**src/hw/reorder_pkg.sv**
```systemverilog
/*
 * Shared types and widths for the reorder engine.
 * Every RTL block that needs the data width or an enum imports this package.
 */

package reorder_pkg;

  // Operand and result width
  localparam int data_width = 16;

  // Arithmetic opcodes carried on the request port
  typedef enum logic [1:0] {
    // a + b
    op_add = 2'd0,
    // a - b
    op_sub = 2'd1,
    // a ^ b
    op_xor = 2'd2,
    // Low half of a * b
    op_mul = 2'd3
  } op_e;

  // Life cycle of one execution slot
  typedef enum logic [1:0] {
    // Free to take a new operation
    slot_idle = 2'd0,
    // Counting down the opcode latency
    slot_busy = 2'd1,
    // Result ready and waiting for the completion port
    slot_done = 2'd2
  } slot_state_e;

endpackage

```
**src/hw/tracker_reorder.sv**
```systemverilog
/*
 * Tag tracker. Hands out tags in order, collects out-of-order completions
 * and releases tags in allocation order. A tag comes back on the alloc
 * port only after its release has been taken.
 */

module tracker_reorder
  import reorder_pkg::*;
#(
  parameter int num_entries = 8
) (
  input  logic clk,
  input  logic rst,

  // Allocation port
  input  logic alloc_ready,
  output logic alloc_valid,
  output logic [((num_entries > 1) ? $clog2(num_entries) : 1)-1:0] alloc_entry_id,

  // Completion port, always absorbed
  input  logic dealloc_valid,
  input  logic [((num_entries > 1) ? $clog2(num_entries) : 1)-1:0] dealloc_entry_id,

  // In-order release port
  input  logic dealloc_complete_ready,
  output logic dealloc_complete_valid,
  output logic [((num_entries > 1) ? $clog2(num_entries) : 1)-1:0] dealloc_complete_entry_id
);

  // Tag width, at least one bit
  localparam int tag_w = (num_entries > 1) ? $clog2(num_entries) : 1;
  // Free count must reach num_entries itself
  localparam int count_w = $clog2(num_entries + 1);

  // Next tag to hand out
  logic [tag_w-1:0] alloc_ptr;
  // Oldest outstanding tag, the release head
  logic [tag_w-1:0] release_ptr;
  // Tags not yet allocated or already released
  logic [count_w-1:0] free_count;
  // One bit per tag, set once its completion has arrived
  logic [num_entries-1:0] pending;

  logic alloc_beat;
  logic release_beat;

  assign alloc_beat   = alloc_valid && alloc_ready;
  assign release_beat = dealloc_complete_valid && dealloc_complete_ready;

  // Allocation stalls only when every tag is outstanding
  assign alloc_valid    = (free_count != '0);
  assign alloc_entry_id = alloc_ptr;

  // Head is released only after its own completion, which restores order
  assign dealloc_complete_valid    = pending[release_ptr];
  assign dealloc_complete_entry_id = release_ptr;

  // Allocation counter, wraps at num_entries
  always_ff @(posedge clk) begin
    if (rst) begin
      alloc_ptr <= '0;
    end else if (alloc_beat) begin
      if (alloc_ptr == tag_w'(num_entries - 1)) begin
        alloc_ptr <= '0;
      end else begin
        alloc_ptr <= alloc_ptr + 1'b1;
      end
    end
  end

  // Release counter, same wrap rule
  always_ff @(posedge clk) begin
    if (rst) begin
      release_ptr <= '0;
    end else if (release_beat) begin
      if (release_ptr == tag_w'(num_entries - 1)) begin
        release_ptr <= '0;
      end else begin
        release_ptr <= release_ptr + 1'b1;
      end
    end
  end

  // Free count drops on allocation, rises on release
  always_ff @(posedge clk) begin
    if (rst) begin
      free_count <= count_w'(num_entries);
    end else begin
      case ({alloc_beat, release_beat})
        2'b10:   free_count <= free_count - 1'b1;
        2'b01:   free_count <= free_count + 1'b1;
        default: free_count <= free_count;
      endcase
    end
  end

  // Pending bitmap
  // A tag cannot complete and release in the same cycle, set wins anyway
  always_ff @(posedge clk) begin
    if (rst) begin
      pending <= '0;
    end else begin
      for (int i = 0; i < num_entries; i++) begin
        if (dealloc_valid && (dealloc_entry_id == tag_w'(i))) begin
          pending[i] <= 1'b1;
        end else if (release_beat && (release_ptr == tag_w'(i))) begin
          pending[i] <= 1'b0;
        end
      end
    end
  end

endmodule

```
**src/hw/ooo_exec_unit.sv**
```systemverilog
/*
 * Multi-slot execution unit. Each slot computes its result at acceptance,
 * waits out the opcode latency, then competes for the single completion
 * port under a rotating priority. Completions are never stalled.
 */

module ooo_exec_unit
  import reorder_pkg::*;
#(
  parameter int num_entries = 8,
  parameter int exec_slots  = 4
) (
  input  logic clk,
  input  logic rst,

  // Issue port
  input  logic in_valid,
  output logic in_ready,
  input  op_e  in_op,
  input  logic [data_width-1:0] in_a,
  input  logic [data_width-1:0] in_b,
  input  logic [((num_entries > 1) ? $clog2(num_entries) : 1)-1:0] in_tag,

  // Completion port, no ready
  output logic done_valid,
  output logic [((num_entries > 1) ? $clog2(num_entries) : 1)-1:0] done_tag,
  output logic [data_width-1:0] done_result
);

  localparam int tag_w  = (num_entries > 1) ? $clog2(num_entries) : 1;
  localparam int slot_w = (exec_slots > 1) ? $clog2(exec_slots) : 1;

  // Latencies in cycles from acceptance to eligibility
  localparam int lat_alu = 1;
  localparam int lat_mul = 4;
  localparam int cnt_w   = $clog2(lat_mul + 1);

  // Per-slot state
  slot_state_e            slot_state  [exec_slots];
  logic [cnt_w-1:0]       slot_cnt    [exec_slots];
  logic [tag_w-1:0]       slot_tag    [exec_slots];
  logic [data_width-1:0]  slot_result [exec_slots];

  // Issue side decode
  logic                  in_beat;
  logic [data_width-1:0] in_result;
  logic [cnt_w-1:0]      in_lat;
  logic                  idle_found;
  logic [slot_w-1:0]     idle_idx;

  // Completion side arbitration
  logic [slot_w-1:0] rr_ptr;
  logic              pick_valid;
  logic [slot_w-1:0] pick_idx;

  assign in_ready = idle_found;
  assign in_beat  = in_valid && in_ready;

  // Result is fixed at acceptance, only the latency is modelled afterwards
  always_comb begin
    case (in_op)
      op_add:  in_result = in_a + in_b;
      op_sub:  in_result = in_a - in_b;
      op_xor:  in_result = in_a ^ in_b;
      default: in_result = in_a * in_b;
    endcase
    in_lat = (in_op == op_mul) ? cnt_w'(lat_mul) : cnt_w'(lat_alu);
  end

  // Lowest idle slot takes the next operation
  always_comb begin
    idle_found = 1'b0;
    idle_idx   = '0;
    for (int s = 0; s < exec_slots; s++) begin
      if (!idle_found && (slot_state[s] == slot_idle)) begin
        idle_found = 1'b1;
        idle_idx   = slot_w'(s);
      end
    end
  end

  // First done slot at or after the rotating pointer
  always_comb begin
    int unsigned idx;
    pick_valid = 1'b0;
    pick_idx   = '0;
    for (int k = 0; k < exec_slots; k++) begin
      idx = (int'(rr_ptr) + k) % exec_slots;
      if (!pick_valid && (slot_state[idx] == slot_done)) begin
        pick_valid = 1'b1;
        pick_idx   = slot_w'(idx);
      end
    end
  end

  // Slot state and countdown
  always_ff @(posedge clk) begin
    if (rst) begin
      for (int s = 0; s < exec_slots; s++) begin
        slot_state[s] <= slot_idle;
        slot_cnt[s]   <= '0;
      end
    end else begin
      for (int s = 0; s < exec_slots; s++) begin
        if (in_beat && (idle_idx == slot_w'(s))) begin
          // Single-cycle ops are eligible on the very next cycle
          slot_state[s] <= (in_lat == cnt_w'(1)) ? slot_done : slot_busy;
          slot_cnt[s]   <= in_lat - 1'b1;
        end else if (slot_state[s] == slot_busy) begin
          if (slot_cnt[s] == cnt_w'(1)) begin
            slot_state[s] <= slot_done;
          end
          slot_cnt[s] <= slot_cnt[s] - 1'b1;
        end else if (pick_valid && (pick_idx == slot_w'(s))) begin
          slot_state[s] <= slot_idle;
        end
      end
    end
  end

  // Slot payload
  always_ff @(posedge clk) begin
    if (in_beat) begin
      slot_tag[idle_idx]    <= in_tag;
      slot_result[idle_idx] <= in_result;
    end
  end

  // Pointer moves past the slot just served
  always_ff @(posedge clk) begin
    if (rst) begin
      rr_ptr <= '0;
    end else if (pick_valid) begin
      if (pick_idx == slot_w'(exec_slots - 1)) begin
        rr_ptr <= '0;
      end else begin
        rr_ptr <= pick_idx + 1'b1;
      end
    end
  end

  // Registered completion port
  always_ff @(posedge clk) begin
    if (rst) begin
      done_valid <= 1'b0;
    end else begin
      done_valid <= pick_valid;
    end
  end

  always_ff @(posedge clk) begin
    if (pick_valid) begin
      done_tag    <= slot_tag[pick_idx];
      done_result <= slot_result[pick_idx];
    end
  end

endmodule

```
**src/hw/result_buffer.sv**
```systemverilog
/*
 * Result storage indexed by tag. Completions write their entry, and the
 * release head reads its entry combinationally for the response port.
 */

module result_buffer
  import reorder_pkg::*;
#(
  parameter int num_entries = 8
) (
  input  logic clk,
  input  logic rst,

  // Write port, driven by the completion path
  input  logic wr_valid,
  input  logic [((num_entries > 1) ? $clog2(num_entries) : 1)-1:0] wr_tag,
  input  logic [data_width-1:0] wr_data,

  // Read port at the release head
  input  logic [((num_entries > 1) ? $clog2(num_entries) : 1)-1:0] rd_tag,
  output logic [data_width-1:0] rd_data
);

  // One result word per tag
  logic [data_width-1:0] entries [num_entries];

  // Entry is safe to overwrite only after the tracker frees its tag
  always_ff @(posedge clk) begin
    if (rst) begin
      for (int i = 0; i < num_entries; i++) begin
        entries[i] <= '0;
      end
    end else if (wr_valid) begin
      entries[wr_tag] <= wr_data;
    end
  end

  // Combinational read, no added latency on release
  assign rd_data = entries[rd_tag];

endmodule

```
**src/hw/reorder_core.sv**
```systemverilog
/*
 * Top level of the reorder engine. Requests take a tag and an execution
 * slot together, results return out of order into the result buffer, and
 * responses leave in request order.
 */

module reorder_core
  import reorder_pkg::*;
#(
  // Number of tags in flight
  parameter int num_entries = 8,
  // Number of operations held by the execution unit
  parameter int exec_slots  = 4
) (
  input  logic clk,
  input  logic rst,

  // Request port
  input  logic req_valid,
  output logic req_ready,
  input  op_e  req_op,
  input  logic [data_width-1:0] req_a,
  input  logic [data_width-1:0] req_b,

  // Response port
  output logic resp_valid,
  input  logic resp_ready,
  output logic [data_width-1:0] resp_result
);

  localparam int tag_w = (num_entries > 1) ? $clog2(num_entries) : 1;

  // Allocation side
  logic             alloc_valid;
  logic [tag_w-1:0] alloc_entry_id;
  logic             in_ready;
  logic             accept;

  // Completion side
  logic                  done_valid;
  logic [tag_w-1:0]      done_tag;
  logic [data_width-1:0] done_result;

  // Release side
  logic             release_valid;
  logic [tag_w-1:0] release_tag;

  // A request needs both a free tag and an idle slot
  assign req_ready = alloc_valid && in_ready;
  assign accept    = req_valid && req_ready;

  tracker_reorder #(
    .num_entries(num_entries)
  ) u_tracker (
    .clk                      (clk),
    .rst                      (rst),
    .alloc_ready              (accept),
    .alloc_valid              (alloc_valid),
    .alloc_entry_id           (alloc_entry_id),
    .dealloc_valid            (done_valid),
    .dealloc_entry_id         (done_tag),
    .dealloc_complete_ready   (resp_ready),
    .dealloc_complete_valid   (release_valid),
    .dealloc_complete_entry_id(release_tag)
  );

  ooo_exec_unit #(
    .num_entries(num_entries),
    .exec_slots (exec_slots)
  ) u_exec (
    .clk        (clk),
    .rst        (rst),
    .in_valid   (accept),
    .in_ready   (in_ready),
    .in_op      (req_op),
    .in_a       (req_a),
    .in_b       (req_b),
    .in_tag     (alloc_entry_id),
    .done_valid (done_valid),
    .done_tag   (done_tag),
    .done_result(done_result)
  );

  // Completions land here in the same cycle the tracker sees them
  result_buffer #(
    .num_entries(num_entries)
  ) u_results (
    .clk     (clk),
    .rst     (rst),
    .wr_valid(done_valid),
    .wr_tag  (done_tag),
    .wr_data (done_result),
    .rd_tag  (release_tag),
    .rd_data (resp_result)
  );

  // Release head drives the response directly
  assign resp_valid = release_valid;

endmodule

```
**config.mk**
```make
export PLATFORM = sky130hd
export DESIGN_NAME = reorder_core
export DESIGN_NICKNAME = d
export VERILOG_FILES = /design/src/hw/reorder_pkg.sv /design/src/hw/tracker_reorder.sv /design/src/hw/ooo_exec_unit.sv /design/src/hw/result_buffer.sv /design/src/hw/reorder_core.sv
export SDC_FILE = /design/constraint.sdc
export NUM_CORES = 1
export LEC_CHECK = 0
export ABC_AREA = 1
export BUFFER_PORTS_ARGS = -buffer_cell sky130_fd_sc_hd__clkbuf_2
export CORE_MARGIN = 4
export CORE_UTILIZATION = 46
export CTS_CLUSTER_SIZE = 12
export DETAILED_ROUTE_END_ITERATION = 8
export SYNTH_ARGS = -nofsm -noshare
export SYNTH_HDL_FRONTEND = slang
export SYNTH_HIERARCHICAL = 1
export SYNTH_SLANG_ARGS = --single-unit
```
**constraint.sdc**
```tcl
create_clock -name clk -period 5.9 [get_ports clk]
set_input_delay 0.295 -clock clk [delete_from_list [all_inputs] [get_ports clk]]
set_output_delay 0.295 -clock clk [all_outputs]
set_load 0.05 [all_outputs]
```
==> out/metrics.csv <==
stage,metric,value,unit
global_route,grt_pass1_vias,14220,
final_layout,drive_above_1_share,0.07682,
power,p_per_area,481.2,nW/um2
worst_setup_path,cp-endpoint,u_exec/slot_result[3][13]$_DFFE_PP_,
final_layout,antennaDiodeCount,0,
clocking,clockBufferDepth,3,
final_layout,num-nets-final,2541,
final_layout,multi_input_area,8564,um2
clocking,hold_buffers,0,
sta,tightest_slew,1223,ps
clocking,cts_max_level,1,
synthesis,yosys.area.top_type,edfxtp_1,
synthesis,synth_cells,2302,
clocking,cts_sinks,266,
synthesis,postSynth.asyncResetShare,0,
worst_setup_path,required,6170,ps
sta,fmax,195.4,MHz
clocking,postCtsSetupBuffers,0,
worst_setup_path,crit_path_end_kind,flop,
synthesis,synth_top_flop_cell,edfxtp_1,
global_route,grt_usage,0.2043,
placed_design,gp_congestion,0.8922,
synthesis,synth_warnings,6,
clocking,clkTransAtPathRegs,60,ps
worst_setup_path,path_class,in -> reg,
sta,period_share,0.8676,
global_route,grt_max_degree,65,
sta,fin_setup_tns,0,ps
worst_setup_path,critPathLaunchType,primary input,
clocking,postCtsResizedCells,0,
sta,period_minus_slack,5119,ps
synthesis,synth_edf_count,243,
drt,wirelength,45310,um
worst_setup_path,reg2reg_depth,15,
worst_setup_path,startpoint,req_a[4],
job,maxCapViolations,0,
worst_setup_path,reg2reg_to,u_exec/slot_state[2][0]$_SDFFCE_PP0P_,
synthesis,ys_types,54,
worst_setup_path,critPathArrivalTime,5390,ps
worst_setup_path,worst-path-max-fanout,8,
placed_design,port_buffers,55,
floorplanning,io_pins,56,
drt,drt-pass1-iter-count,5,
outcome,outcome,"finished, final reports clean",
sta,worst_clock_skew,17.61,ps
drt,dr_total_vias,14270,
floorplanning,rows,73,
global_route,antenna_found_initial,0,
final_layout,seq_area,7759,um2
synthesis,syn-num-nets,2518,
placed_design,placedCellCount,2820,
worst_setup_path,path_cells,clkbuf_2 > buf_4 > ha_1 > fa_1 > inv_1 > fa_1 > inv_1 > ha_1 > fa_1 > fa_1 > inv_1 > fa_1 > inv_1 > ha_1 > nand2_1 > nor3_1 > a21o_1 > nand2_1 > nand2_1 > a21oi_1 > or2_2 > nand3_1 > nand3_1,
final_layout,fillers,3818,
drt,viasPerCell,4.977,
sta,setup_viol,0,
floorplanning,initial_core_util,0.4687,
clocking,root_buffer,clkbuf_16,
worst_setup_path,cpMostUsedCell,fa_1,
floorplanning,dieArea,44060,um2
hold_path,hp-class,in -> reg,
final_layout,area_delta_synth_final,7.661,%
floorplanning,coreArea,40010,um2
clocking,clk-insertion-delay-late,550,ps
sta,max_slew_margin,0.1845,
drt,initialDrtViolationCount,787,
global_route,grt_pass1_wl,73020,um
power,worst_ir_drop_vdd,0.4658,mV
clocking,tritoncts,yes,
worst_setup_path,timing.rr.start,u_exec/rr_ptr[0]$_SDFFE_PP0N_,
synthesis,synthTopCellsByArea,"edfxtp_1 39%, nand2_1 13%, inv_1 9.9%, fa_1 8.8%, ha_1 6.4%",
worst_setup_path,cp_num_cells,23,
synthesis,netlist_area,18750,um2
worst_setup_path,path_buf_inv,6,
sta,hold_viol_final,0,
synthesis,ys_seq_area_frac,0.4137,
worst_setup_path,r2r_slack,1790,ps
synthesis,synth_top_area_frac,0.3892,
final_layout,final_cells,2868,
synthesis,synth.ff_latch_count,266,
sta,drv_slew,0,
sta,rsz0062_at_grt,false,
synthesis,yosysMostFrequentCell,nand2_1,
floorplanning,die_y,209.9,um
drt,avgRoutedWirePerCell,15.80,um
floorplanning,die_w,209.9,um
placed_design,dp_hpwl,32240,um
power,p_leak,10.18,nW
clocking,cts_made_buffers,28,
worst_setup_path,crit_slowest_cell,fa_1,
drt,drc_errors,0,
worst_setup_path,crit_family,adder cells,
synthesis,synthTopCellsByCount,"662 x nand2_1, 493 x inv_1, 243 x edfxtp_1, 199 x nor2_1, 150 x nand3_1",
drt,ant_nets,0,
worst_setup_path,slowest_delay,530,ps
global_route,grt.overflow.total,0,
synthesis,syn_avg_cell_area,8.145,um2
==> layer usage <==
layer  global-route usage  part of all wire
met1               0.2638              0.43
met2               0.3615              0.50
met3              0.02347             0.049
met4              0.06278             0.025
met5                    0                 0
==> cells in the final DEF, fill, tap and decap left out, drive strengths merged, types with 2 or more instances in the layout <==
cell type / synthesis / routed
nand3b: 8 / 8
nor3b: 3 / 3
dfxtp: 23 / 23
buf: 38 / 21
o21ai: 55 / 55
bufinv: 1 / 3
clkinv: 3 / 10
ha: 96 / 96
nand3: 166 / 166
nand2: 684 / 684
a21oi: 64 / 64
fa: 82 / 82
inv: 502 / 502
o211ai: 4 / 4
nor3: 8 / 8
edfxtp: 243 / 243
o2111ai: 2 / 2
xor2: 17 / 17
o221ai: 3 / 3
xnor2: 13 / 13
nor2: 205 / 205
or2: 4 / 4
nand4: 19 / 19
a211oi: 2 / 2
clkbuf: 45 / 94
a21o: 2 / 2
==> flip-flops by register name, summed over array words and instances, names as in the netlist, named ones only <==
signal and cells:
u_exec/slot_tag 12, u_exec/slot_state 8, u_exec/rr_ptr 2, u_results/entries 128, u_exec/done_valid 1, u_exec/done_result 16
u_tracker/alloc_entry_id 3, u_exec/slot_result 64, u_tracker/pending 8, u_exec/slot_cnt 12, u_exec/done_tag 3, u_tracker/dealloc_complete_entry_id 3
u_tracker/free_count 4
==> logic make-up (layout without fill, tap and decap cells) <==
logic type | Yosys count | after routing | synth area share
flops | 266 | 266 | 0.4137
buf+inv | 589 | 630 | 0.1297
compound gates | 140 | 140 | 0.04237
xor+xnor | 30 | 30 | 0.01441
fa+ha+maj | 178 | 178 | 0.1516
simple gates | 1099 | 1099 | 0.2482
==> worst register-to-register path, stage by stage, from the launching register on <==
cell and delay, ps:
dfxtp_1 600, inv_2 170, nand2_1 160, nand2_4 80, nand2_1 90, o21ai_2 80, a21oi_4 140, nand2_2 110
nor2_4 130, inv_1 50, nand3b_1 70, nand2_1 580, inv_1 930, ha_1 330, nand4_1 110, nand4_1 200
==> worst min-delay path by stage <==
stage	slack, ps	endpoint	depth (start not counted)	start
floorplan	360	u_tracker/pending[0]$_SDFFE_PP0P_	1	rst
global placement	450	u_tracker/free_count[3]$_SDFFE_PP1P_	1	u_tracker/free_count[3]$_SDFFE_PP1P_
detailed placement	460	u_tracker/pending[6]$_SDFFE_PP0P_	2	u_tracker/pending[6]$_SDFFE_PP0P_
CTS	170	u_tracker/dealloc_complete_entry_id[0]$_SDFFE_PP0P_	3	rst
global route	210	u_tracker/dealloc_complete_entry_id[0]$_SDFFE_PP0P_	3	rst
finish	190	u_tracker/dealloc_complete_entry_id[0]$_SDFFE_PP0P_	3	rst
==> area by class of cell <==
type | instances | share of cell area
Clock inverter | 9 | 0.005144
Multi-Input combinational cell | 1447 | 0.4243
Timing Repair Buffer | 76 | 0.02145
Inverter | 506 | 0.09502
Sequential cell | 266 | 0.3843
Clock buffer | 39 | 0.03725
Tap cell | 525 | 0.03254
==> where the power goes <==
| part | switching, W | internal (W) |
|---|---|---|
| clock network | 0.000694 | 0.000970 |
| logic | 0.00360 | 0.00158 |
| registers | 0.000170 | 0.00270 |
| total | 0.00446 | 0.00525 |
==> metrics by stage <==
stage               total power, W  setup slack [ps]  hold slack, ps  cell area [um2]  utilization
global route               0.01063             519.7           213.3            20190       0.5046
finish                    0.009714             781.2           187.9            20190       0.5046
global placement          0.007984             312.2           451.2            19330       0.4832
floorplan                 0.006998             488.4           364.1            18750            -
CTS                       0.009784             877.6           165.8            20190       0.5046
detailed placement        0.008082             283.9           458.2            19330       0.4832
No activity file was read; power rests on OpenSTA's default activity.
